### src/datapath_defs.svh
`ifndef DATAPATH_DEFS_SVH
`define DATAPATH_DEFS_SVH

// Datapath word width, registers and ALU alike
`define DATA_WIDTH 16

// Instruction word width
`define INSTR_WIDTH 16

// Register file geometry
`define REG_COUNT 16
`define REG_ADDR_WIDTH 4

// MOVI immediate, low byte of the instruction word
`define IMM_WIDTH 8

`endif

### src/datapathPkg.sv
package datapathPkg;

	////////////////////////////////////////////////////////////////////////////
	// Opcodes
	////////////////////////////////////////////////////////////////////////////

	// Top nibble of the instruction word
	// Codes above MOVI are illegal and run as NOP
	typedef enum logic [3:0]
	{
		NOP  = 4'h0,
		ADD  = 4'h1,
		ADC  = 4'h2,
		SUB  = 4'h3,
		AND  = 4'h4,
		OR   = 4'h5,
		XOR  = 4'h6,
		SHL  = 4'h7,
		SHR  = 4'h8,
		CMP  = 4'h9,
		MOVI = 4'hA
	} opcodeT;

endpackage

### src/alu.sv
`timescale 1ns/1ps
`include "datapath_defs.svh"

module alu
(
	input  datapathPkg::opcodeT    opcode,
	input  logic [`DATA_WIDTH-1:0] opA,
	input  logic [`DATA_WIDTH-1:0] opB,
	input  logic [`DATA_WIDTH-1:0] imm,
	input  logic                   carryIn,
	output logic [`DATA_WIDTH-1:0] result,
	output logic                   zero,
	output logic                   carry,
	output logic                   neg,
	output logic                   ovf
);

	import datapathPkg::*;

	localparam int MSB = `DATA_WIDTH - 1;

	logic                 addCarry;
	logic [`DATA_WIDTH:0] sum;
	logic [`DATA_WIDTH:0] diff;
	logic                 addOvf;
	logic                 subOvf;

	////////////////////////////////////////////////////////////////////////////
	// Adder and subtractor
	////////////////////////////////////////////////////////////////////////////

	// Only ADC pulls in the stored carry
	assign addCarry = (opcode == ADC) ? carryIn : 1'b0;

	// One extra bit holds carry out or borrow
	assign sum  = {1'b0, opA} + {1'b0, opB} + {{`DATA_WIDTH{1'b0}}, addCarry};
	assign diff = {1'b0, opA} - {1'b0, opB};

	// Signed overflow on matching/opposing operand signs
	assign addOvf = (opA[MSB] == opB[MSB]) && (sum[MSB] != opA[MSB]);
	assign subOvf = (opA[MSB] != opB[MSB]) && (diff[MSB] != opA[MSB]);

	////////////////////////////////////////////////////////////////////////////
	// Result select
	////////////////////////////////////////////////////////////////////////////

	always_comb
	begin
		result = '0;
		carry  = 1'b0;
		ovf    = 1'b0;
		case (opcode)
			ADD, ADC:
			begin
				result = sum[MSB:0];
				carry  = sum[`DATA_WIDTH];
				ovf    = addOvf;
			end
			// Carry is borrow, set when opA < opB unsigned
			SUB, CMP:
			begin
				result = diff[MSB:0];
				carry  = diff[`DATA_WIDTH];
				ovf    = subOvf;
			end
			AND:
				result = opA & opB;
			OR:
				result = opA | opB;
			XOR:
				result = opA ^ opB;
			// Single-bit shifts, carry takes the bit that falls off
			SHL:
			begin
				result = {opA[MSB-1:0], 1'b0};
				carry  = opA[MSB];
			end
			SHR:
			begin
				result = {1'b0, opA[MSB:1]};
				carry  = opA[0];
			end
			MOVI:
				result = imm;
			default:
				result = '0;
		endcase
	end

	// Zero and sign come straight off the result
	assign zero = (result == '0);
	assign neg  = result[MSB];

endmodule

### src/datapathTop.sv
`timescale 1ns/1ps
`include "datapath_defs.svh"

module datapathTop
(
	input  logic                       clk,
	input  logic                       rstN,
	input  logic [`INSTR_WIDTH-1:0]    instr,
	input  logic                       instrValid,
	output logic                       resultValid,
	output logic [`REG_ADDR_WIDTH-1:0] resultReg,
	output logic [`DATA_WIDTH-1:0]     resultData,
	output logic                       flagZero,
	output logic                       flagCarry,
	output logic                       flagNeg,
	output logic                       flagOvf
);

	import datapathPkg::*;

	// Issue stage
	opcodeT                     decOpcode;
	logic [`REG_ADDR_WIDTH-1:0] decRd;
	logic [`REG_ADDR_WIDTH-1:0] decRa;
	logic [`REG_ADDR_WIDTH-1:0] decRb;
	logic [`DATA_WIDTH-1:0]     decImm;
	logic                       decWritesReg;
	logic                       decSetsFlags;
	logic [`DATA_WIDTH-1:0]     readDataA;
	logic [`DATA_WIDTH-1:0]     readDataB;

	// Execute stage
	opcodeT                     exOpcode;
	logic [`REG_ADDR_WIDTH-1:0] exRd;
	logic [`DATA_WIDTH-1:0]     exImm;
	logic                       exWrite;
	logic                       exSetsFlags;
	logic [`DATA_WIDTH-1:0]     opA;
	logic [`DATA_WIDTH-1:0]     opB;
	logic [`DATA_WIDTH-1:0]     aluResult;
	logic                       aluZero;
	logic                       aluCarry;
	logic                       aluNeg;
	logic                       aluOvf;

	////////////////////////////////////////////////////////////////////////////
	// Issue
	////////////////////////////////////////////////////////////////////////////

	instrDecoder decoder
	(
		.instr     (instr),
		.opcode    (decOpcode),
		.rd        (decRd),
		.ra        (decRa),
		.rb        (decRb),
		.imm       (decImm),
		.writesReg (decWritesReg),
		.setsFlags (decSetsFlags)
	);

	// Written back from the execute stage
	registerFile regFile
	(
		.clk       (clk),
		.rstN      (rstN),
		.writeEn   (exWrite),
		.writeIdx  (exRd),
		.writeData (aluResult),
		.readIdxA  (decRa),
		.readIdxB  (decRb),
		.readDataA (readDataA),
		.readDataB (readDataB)
	);

	operandStage operands
	(
		.clk         (clk),
		.rstN        (rstN),
		.instrValid  (instrValid),
		.opcode      (decOpcode),
		.rd          (decRd),
		.ra          (decRa),
		.rb          (decRb),
		.imm         (decImm),
		.writesReg   (decWritesReg),
		.setsFlags   (decSetsFlags),
		.readDataA   (readDataA),
		.readDataB   (readDataB),
		.aluResult   (aluResult),
		.exOpcode    (exOpcode),
		.exRd        (exRd),
		.exImm       (exImm),
		.exWrite     (exWrite),
		.exSetsFlags (exSetsFlags),
		.opA         (opA),
		.opB         (opB)
	);

	////////////////////////////////////////////////////////////////////////////
	// Execute and writeback
	////////////////////////////////////////////////////////////////////////////

	alu execAlu
	(
		.opcode  (exOpcode),
		.opA     (opA),
		.opB     (opB),
		.imm     (exImm),
		.carryIn (flagCarry),
		.result  (aluResult),
		.zero    (aluZero),
		.carry   (aluCarry),
		.neg     (aluNeg),
		.ovf     (aluOvf)
	);

	statusFlags flags
	(
		.clk       (clk),
		.rstN      (rstN),
		.update    (exSetsFlags),
		.zeroIn    (aluZero),
		.carryIn   (aluCarry),
		.negIn     (aluNeg),
		.ovfIn     (aluOvf),
		.flagZero  (flagZero),
		.flagCarry (flagCarry),
		.flagNeg   (flagNeg),
		.flagOvf   (flagOvf)
	);

	// Result port mirrors the register file write
	// Pulses one cycle per writing instruction, holds data between pulses
	always_ff @(posedge clk or negedge rstN)
	begin
		if (!rstN)
		begin
			resultValid <= 1'b0;
			resultReg   <= '0;
			resultData  <= '0;
		end
		else
		begin
			resultValid <= exWrite;
			if (exWrite)
			begin
				resultReg  <= exRd;
				resultData <= aluResult;
			end
		end
	end

endmodule

### src/instrDecoder.sv
`timescale 1ns/1ps
`include "datapath_defs.svh"

module instrDecoder
(
	input  logic [`INSTR_WIDTH-1:0]    instr,
	output datapathPkg::opcodeT        opcode,
	output logic [`REG_ADDR_WIDTH-1:0] rd,
	output logic [`REG_ADDR_WIDTH-1:0] ra,
	output logic [`REG_ADDR_WIDTH-1:0] rb,
	output logic [`DATA_WIDTH-1:0]     imm,
	output logic                       writesReg,
	output logic                       setsFlags
);

	import datapathPkg::*;

	// Raw opcode nibble before legality check
	logic [3:0] opField;

	////////////////////////////////////////////////////////////////////////////
	// Field split
	////////////////////////////////////////////////////////////////////////////

	assign opField = instr[15:12];
	assign rd      = instr[11:8];
	assign ra      = instr[7:4];
	assign rb      = instr[3:0];

	// Zero-extended MOVI immediate
	assign imm = {{(`DATA_WIDTH - `IMM_WIDTH){1'b0}}, instr[`IMM_WIDTH-1:0]};

	// Illegal codes fall through to NOP
	always_comb
	begin
		case (opField)
			ADD, ADC, SUB, AND, OR, XOR, SHL, SHR, CMP, MOVI:
				opcode = opcodeT'(opField);
			default:
				opcode = NOP;
		endcase
	end

	////////////////////////////////////////////////////////////////////////////
	// Controls
	////////////////////////////////////////////////////////////////////////////

	always_comb
	begin
		writesReg = 1'b1;
		setsFlags = 1'b1;
		case (opcode)
			NOP:
			begin
				writesReg = 1'b0;
				setsFlags = 1'b0;
			end
			// Compare only touches the flags
			CMP:
				writesReg = 1'b0;
			MOVI:
				setsFlags = 1'b0;
			default:
			begin
				writesReg = 1'b1;
				setsFlags = 1'b1;
			end
		endcase
	end

endmodule

### src/operandStage.sv
`timescale 1ns/1ps
`include "datapath_defs.svh"

module operandStage
(
	input  logic                       clk,
	input  logic                       rstN,
	input  logic                       instrValid,
	input  datapathPkg::opcodeT        opcode,
	input  logic [`REG_ADDR_WIDTH-1:0] rd,
	input  logic [`REG_ADDR_WIDTH-1:0] ra,
	input  logic [`REG_ADDR_WIDTH-1:0] rb,
	input  logic [`DATA_WIDTH-1:0]     imm,
	input  logic                       writesReg,
	input  logic                       setsFlags,
	input  logic [`DATA_WIDTH-1:0]     readDataA,
	input  logic [`DATA_WIDTH-1:0]     readDataB,
	input  logic [`DATA_WIDTH-1:0]     aluResult,
	output datapathPkg::opcodeT        exOpcode,
	output logic [`REG_ADDR_WIDTH-1:0] exRd,
	output logic [`DATA_WIDTH-1:0]     exImm,
	output logic                       exWrite,
	output logic                       exSetsFlags,
	output logic [`DATA_WIDTH-1:0]     opA,
	output logic [`DATA_WIDTH-1:0]     opB
);

	import datapathPkg::*;

	logic                   hitA;
	logic                   hitB;
	logic [`DATA_WIDTH-1:0] fwdA;
	logic [`DATA_WIDTH-1:0] fwdB;

	////////////////////////////////////////////////////////////////////////////
	// Forwarding
	////////////////////////////////////////////////////////////////////////////

	// Execute-stage result not yet in the register file
	assign hitA = exWrite && (exRd == ra);
	assign hitB = exWrite && (exRd == rb);

	assign fwdA = hitA ? aluResult : readDataA;
	assign fwdB = hitB ? aluResult : readDataB;

	////////////////////////////////////////////////////////////////////////////
	// Execute latch
	////////////////////////////////////////////////////////////////////////////

	// Control half; an empty slot becomes a NOP
	always_ff @(posedge clk or negedge rstN)
	begin
		if (!rstN)
		begin
			exOpcode    <= NOP;
			exRd        <= '0;
			exWrite     <= 1'b0;
			exSetsFlags <= 1'b0;
		end
		else if (instrValid)
		begin
			exOpcode    <= opcode;
			exRd        <= rd;
			exWrite     <= writesReg;
			exSetsFlags <= setsFlags;
		end
		else
		begin
			exOpcode    <= NOP;
			exWrite     <= 1'b0;
			exSetsFlags <= 1'b0;
		end
	end

	// Operand and immediate words
	always_ff @(posedge clk)
	begin
		if (instrValid)
		begin
			opA   <= fwdA;
			opB   <= fwdB;
			exImm <= imm;
		end
	end

endmodule

### src/registerFile.sv
`timescale 1ns/1ps
`include "datapath_defs.svh"

module registerFile
(
	input  logic                       clk,
	input  logic                       rstN,
	input  logic                       writeEn,
	input  logic [`REG_ADDR_WIDTH-1:0] writeIdx,
	input  logic [`DATA_WIDTH-1:0]     writeData,
	input  logic [`REG_ADDR_WIDTH-1:0] readIdxA,
	input  logic [`REG_ADDR_WIDTH-1:0] readIdxB,
	output logic [`DATA_WIDTH-1:0]     readDataA,
	output logic [`DATA_WIDTH-1:0]     readDataB
);

	// Register array, all entries cleared on reset
	logic [`DATA_WIDTH-1:0] regs [`REG_COUNT];

	////////////////////////////////////////////////////////////////////////////
	// Write port
	////////////////////////////////////////////////////////////////////////////

	always_ff @(posedge clk or negedge rstN)
	begin
		if (!rstN)
		begin
			for (int i = 0; i < `REG_COUNT; i++)
			begin
				regs[i] <= '0;
			end
		end
		else if (writeEn)
		begin
			regs[writeIdx] <= writeData;
		end
	end

	////////////////////////////////////////////////////////////////////////////
	// Read ports
	////////////////////////////////////////////////////////////////////////////

	// Port A mux, feeds the A side of the ALU
	always_comb
	begin
		readDataA = regs[readIdxA];
	end

	// Port B mux, feeds the B side
	always_comb
	begin
		readDataB = regs[readIdxB];
	end

	// A write in this cycle is not visible here yet
	// operandStage forwards the in-flight result around it

endmodule

### src/statusFlags.sv
`timescale 1ns/1ps

module statusFlags
(
	input  logic clk,
	input  logic rstN,
	input  logic update,
	input  logic zeroIn,
	input  logic carryIn,
	input  logic negIn,
	input  logic ovfIn,
	output logic flagZero,
	output logic flagCarry,
	output logic flagNeg,
	output logic flagOvf
);

	////////////////////////////////////////////////////////////////////////////
	// Flag register
	////////////////////////////////////////////////////////////////////////////

	// Loaded at writeback of flag-setting ops only
	// flagCarry loops back to the ALU for ADC
	always_ff @(posedge clk or negedge rstN)
	begin
		if (!rstN)
		begin
			flagZero  <= 1'b0;
			flagCarry <= 1'b0;
			flagNeg   <= 1'b0;
			flagOvf   <= 1'b0;
		end
		else if (update)
		begin
			flagZero  <= zeroIn;
			flagCarry <= carryIn;
			flagNeg   <= negIn;
			flagOvf   <= ovfIn;
		end
	end

endmodule

### config.mk
export PLATFORM = sky130hd
export DESIGN_NAME = datapathTop
export DESIGN_NICKNAME = d
export VERILOG_FILES = /design/src/datapathPkg.sv /design/src/alu.sv /design/src/datapathTop.sv /design/src/instrDecoder.sv /design/src/operandStage.sv /design/src/registerFile.sv /design/src/statusFlags.sv
export VERILOG_INCLUDE_DIRS = /design/src
export SDC_FILE = /design/constraint.sdc
export NUM_CORES = 1
export LEC_CHECK = 0
export BUFFER_PORTS_ARGS = -buffer_cell sky130_fd_sc_hd__buf_2
export CAP_MARGIN = 20
export CORE_ASPECT_RATIO = 0.8
export CORE_MARGIN = 3
export CORE_UTILIZATION = 55
export CTS_CLUSTER_DIAMETER = 40
export DETAILED_ROUTE_END_ITERATION = 10
export GPL_TIMING_DRIVEN = 0
export HOLD_SLACK_MARGIN = 0.06
export PLACE_DENSITY_LB_ADDON = 0.1
export SLEW_MARGIN = 20
export SYNTH_ARGS = -nofsm -noshare
export SYNTH_HDL_FRONTEND = slang
export SYNTH_SLANG_ARGS = --single-unit
### constraint.sdc
create_clock -name clk -period 5.4 [get_ports clk]
set_clock_uncertainty 0.1 [all_clocks]
set_input_delay 0.27 -clock clk [delete_from_list [all_inputs] [get_ports clk]]
set_output_delay 0.27 -clock clk [all_outputs]
set_load 0.005 [all_outputs]
Word level (Yosys, flattened, before mapping). Cells that the tools add are included.

$add $sub $neg: 3. $lt $le $gt $ge: 4. Equality and inequality tests: 28. Multiplexer cells: 21. Bitwise gates (word level): 6. Reduce and logical (&&, ||, !) cells: 12.

Operators with widths (count): 256-bit bitwise mux (1); 16-bit binary-select mux with 4-bit select (2); 16-bit one-hot mux with 8 select lines (1); 16-bit two-way mux (7); 16-bit demux with 4-bit select (1); 4-bit by 3-bit == test with 1-bit output, second input constant (8); 4-bit == test, second input constant (8); 16-bit by 16-bit adder with 17-bit output (1); 17-bit by 1-bit adder with 17-bit output (1); 16-bit by 16-bit subtractor with 17-bit output (1); 16-bit AND (1); 4-bit by 2-bit == test with 1-bit output, second input constant (4); 16-bit zero test (1); 16-bit OR (1); 16-bit bitwise XOR (1); 5-bit >= comparator, second input constant (3); 4-bit NOT with 5-bit output (3); 10-bit OR reduction (1); 4-bit by 1-bit == test with 1-bit output, second input constant (2); 4-bit == test (2); 4-bit two-way mux (2); 2-bit OR reduction (4); 1-bit logical AND (5); 5-bit by 1-bit less-than comparator with 1-bit output, second input constant (1); 6 further kinds (12).

Register bits after elaboration: 331. Input port bits: 19. Output and inout port bits: 25. Logic and storage cells: 104.

Logic depth before layout (Yosys ltp).
Depth after elaboration: 7. Depth in mapped cells: 15. Mapped depth without buffers: 14.

By module. Synthesis repeated with hierarchy kept, for this count alone.

Cells, all modules: 1502. Area, all modules: 20179.4 um2.

Modules (own cells, without submodules): registerFile (instances 1, cells an instance 849, area each 13470.4 um2); alu (instances 1, cells an instance 443, area each 3138.0 um2); operandStage (instances 1, cells an instance 120, area each 2296.0 um2); datapathTop (instances 1, cells an instance 43, area each 848.3 um2); instrDecoder (instances 1, cells an instance 39, area each 281.5 um2); statusFlags (instances 1, cells an instance 8, area each 145.1 um2).

Worst setup path after synthesis. No wires, ideal clock.

Path type: reg2reg. Start: reg operands.exOpcode[1]. End: reg regFile.regs[102] (netlist name). Data arrival time: 3.153 ns. Data required time: 5.167 ns. Slack: 2.014 ns. Cell stages (with the launch flop): 14. Path buffers: 2. Clock period less this slack: 3.386 ns. Cell sequence: dfrtp_1 > nor2b_1 > nand3_1 > fa_1 > inv_1 > fa_1 > a21o_1 > and4_4 > or3_1 > a221o_1 > a222oi_1 > buf_2 > buf_2 > a21oi_1.

Longest elaborated chain between the ends: 5.

Ends and longest elaborated chain: start, declared (RTL line operandStage.sv:19) `output datapathPkg::opcodeT exOpcode,`; start signal, assigned (RTL line operandStage.sv:62) `exOpcode <= opcode;`; 4-bit by 2-bit == test with 1-bit output (RTL line alu.sv:33, alu.sv:52); 1-bit two-way mux (RTL line alu.sv:33) `assign addCarry = (opcode == ADC) ? carryIn : 1'b0;`; 17-bit by 1-bit adder with 17-bit output (RTL line alu.sv:36) `` assign sum = {1'b0, opA} + {1'b0, opB} + {{`DATA_WIDTH{1'b0}}, addCarry}; ``; 16-bit one-hot mux with 8 select lines * (RTL line alu.sv:52) `case (opcode)`; 256-bit bitwise mux * (RTL line registerFile.sv:35) `regs[writeIdx] <= writeData;`; end signal, assigned by index (RTL line registerFile.sv:35); end, declared (RTL line registerFile.sv:18) `` logic [`DATA_WIDTH-1:0] regs [`REG_COUNT]; ``.

Mark *: on every way between the ends. The rest lies on a longest branch, timed or not. A chain may end at the register's enable or synchronous reset.

Worst setup path after layout.
Start: reg operands.exOpcode[0]. End: reg regFile.regs[156] (netlist name).

Same word-level chain as after synthesis.

==> out/metrics.cfg <==
[pwr]
p_int_mw=7.45
p_seq_frac=0.368
cellLeakagePower_nw=8.95
p_sw_mw=4.83
p_sw_frac=0.393
ir_drop_mv=0.343
total_power_mw=12.3
power_density_nw_per_um2=572
clockPowerShare=0.231
combPwrFrac=0.401

[synthesis]
ys_top_cells_by_count=291 x dfrtp_1, 211 x nor2_1, 197 x a21oi_1
ys_async_sr_fraction=0.879
synth_edf_count=40
yosys.area.top_type=dfrtp_1
synth_top_area_share=0.384
ys.warnings.count=0
syn_area_per_cell_um2=11.1
ys.flop_type=dfrtp_1
yosysSeqAreaShare=0.448
synthesis.area_um2=18900
synth.most_common_cell=dfrtp_1
synthesis.nets=1778
synth_cells=1708
synthTopCellsByArea=dfrtp_1 38%, mux4_2 20%, edfxtp_1 6.3%, a21oi_1 5.2%, nor2_1 4.2%
ys_types=77
ys_seq_elements=331

[sta]
setup_viol=0
tightest_slew_ns=1.20
fin_crit_sh=0.895
slew_headroom=0.199
max_freq_ghz=0.207
rsz0062_at_grt=false
slew_viol_final=0
layout_min_cycle_time_ns=4.83
finalHoldViolCount=0
hold_ws_ns=0.0800

[finish]
final_area_um2=21400
nets=1890
diodes=0
n_fill_cell=2762
drive_gt1_frac=0.205
syn2layout_area_growth_pct=13.2
stdcell_count=2287

[global_routing]
grt_pass1_vias=15000
gr-total-overflow=0
grt_max_degree=99
grt_pass1_wl_mm=97.8
track_usage=0.369
antenna_found_initial=1

[routing]
via_per_inst=6.88
wl_per_cell_um=29.1
num_vias=15700
dr.first_iter.drc_count=2328
drc=0
ant_nets=0
drtPass1Iterations=6
drt_wl_total_mm=66.5

[worst_setup_path]
cp-end-kind=register
crit_fanout=10
r2r_slack_ns=0.57
critPathKind=reg -> reg
start_kind=register
cp.required_ns=5.69
r2r_start=operands.exOpcode[0]
timing.rr.end=regFile.regs[156]
r2r_cells=14
critPathArrivalTime_ns=5.13

[floorplanning]
core_um2=33800
initial_core_util=0.561
die_area_um2=36700
die_width_um=214
die_h_um=172
ios=44
rows=60

[placement]
postPlaceCellArea_um2=19800
place_hpwl_mm=46.1
dpl.cell_count=2188
gp_congestion=0.992
placement.io_buffers=43

[cts]
cts-resized-gates=0
clk_pin_slew_ns=0.06
cts-root-buf=clkbuf_16
cts_max_level=2
numCtsBuffers=42
cts_tree=built
cts_sinks=331
clk_latency_ns=0.56
cts_max_path_buffers=3

[run]
maxCapViolations=0

[hold_path]
hold_path.class=in -> async

[outcome]
outcome=complete, no violations

==> repair_timing <==
action,in CTS,in global routing
hold buffers,21,0
buffers inserted,0,0
hold endpoints to repair,224,0
==> kinds of logic after synthesis <==
group	Yosys count	share of synthesized area
compound gates	431	0.136
fa+ha+maj	51	0.0349
simple gates	419	0.0948
mux	224	0.231
buf+inv	241	0.0507
xor+xnor	11	0.00509
flops	331	0.448
==> cell type report <==
| type | count | area, um2 | share of cell area |
|---|---|---|---|
| clock inverter | 28 | 288 | 0.0134 |
| tap | 434 | 543 | 0.0253 |
| clock buffer | 49 | 1120 | 0.0521 |
| inverter | 90 | 338 | 0.0158 |
| timing repair buffer | 68 | 529 | 0.0247 |
| buffer | 151 | 636 | 0.0296 |
| sequential | 331 | 8480 | 0.396 |
| multi-input combinational | 1136 | 9510 | 0.444 |
==> layer usage <==
metal  wire length [um]  share of wire  GRT usage  vias to the layer above
met5                  0              0          0                        -
met4               2820          0.042      0.141                        0
met3               8730           0.13      0.106                      185
met2              28900           0.43      0.538                     1112
met1              26100           0.39      0.530                     7977
li1                   -              -          -                     6467
==> power by group through the flow <==
stage               logic, mW  registers (mW)  clock network, mW
CTS                      4.81            4.46               2.84
global placement         4.67            4.41                  0
floorplan                3.47            4.20                  0
finish                   4.93            4.51               2.84
detailed placement       4.77            4.48                  0
global route             5.31            4.61               2.95
==> worst max-delay path by stage <==
| stage | startpoint | to | cells after the start | slack [ns] |
|---|---|---|---|---|
| floorplan | operands.exOpcode[1] | regFile.regs[102] | 13 | 2.01 |
| global placement | rstN | operands.exRd[3] | 1 | -1.61 |
| detailed placement | operands.exOpcode[0] | regFile.regs[156] | 14 | 0.81 |
| CTS | operands.exOpcode[0] | regFile.regs[156] | 14 | 0.79 |
| global route | operands.exOpcode[0] | regFile.regs[156] | 14 | 0.46 |
| finish | operands.exOpcode[0] | regFile.regs[156] | 14 | 0.57 |
==> flip-flops by register name (all words and copies together), names as in the netlist <==
name,flops
flags.flagZero,1
operands.exSetsFlags,1
resultValid,1
flags.flagCarry,1
operands.opA,16
operands.opB,16
operands.exImm,8
operands.exOpcode,4
resultData,16
operands.exRd,4
regFile.regs,256
operands.exWrite,1
flags.flagOvf,1
flags.flagNeg,1
resultReg,4
==> per-stage QoR <==
stage	worst slack, ns	TNS [ns]	utilization
after floorplan	2.01	0	-
after global placement	-1.61	-454.18	0.583
after detailed placement	0.812	0	0.586
after CTS	0.793	0	0.634
after global routing	0.462	0	0.635
final	0.567	0	0.635
==> cell usage in the layout, fill, tap and decap left out, types with 8 or more instances in the layout <==
cell           instances
nand2_1              121
dlygate4sd3_1         21
nand2b_1              11
nor2b_1               11
o221ai_1               8
dfrtp_1              291
clkbuf_1             106
nor3_1                11
inv_1                 89
mux2i_1               25
clkbuf_16             42
a21oi_1              197
mux2_2                31
o21ai_0              113
a22oi_1                9
nor2_1               211
a31oi_1                9
ha_1                  48
buf_2                 74
edfxtp_1              40
nand3_1               16
a211oi_1               9
clkinv_2               9
mux4_2               167
==> critical path: stages, from the launching register on <==
cell and delay, ns:
dfrtp_1 0.47, nor2b_1 0.54, nand3_1 0.18, fa_1 0.46, inv_1 0.10, fa_1 0.23, a21o_1 0.17, and4_4 0.26
nor3_1 0.09, nor4b_1 0.55, o32ai_1 0.14, a2bb2oi_1 0.20, nor2_1 0.71, buf_2 0.36, a21oi_1 0.10
No activity file was read; power rests on OpenSTA's default activity.
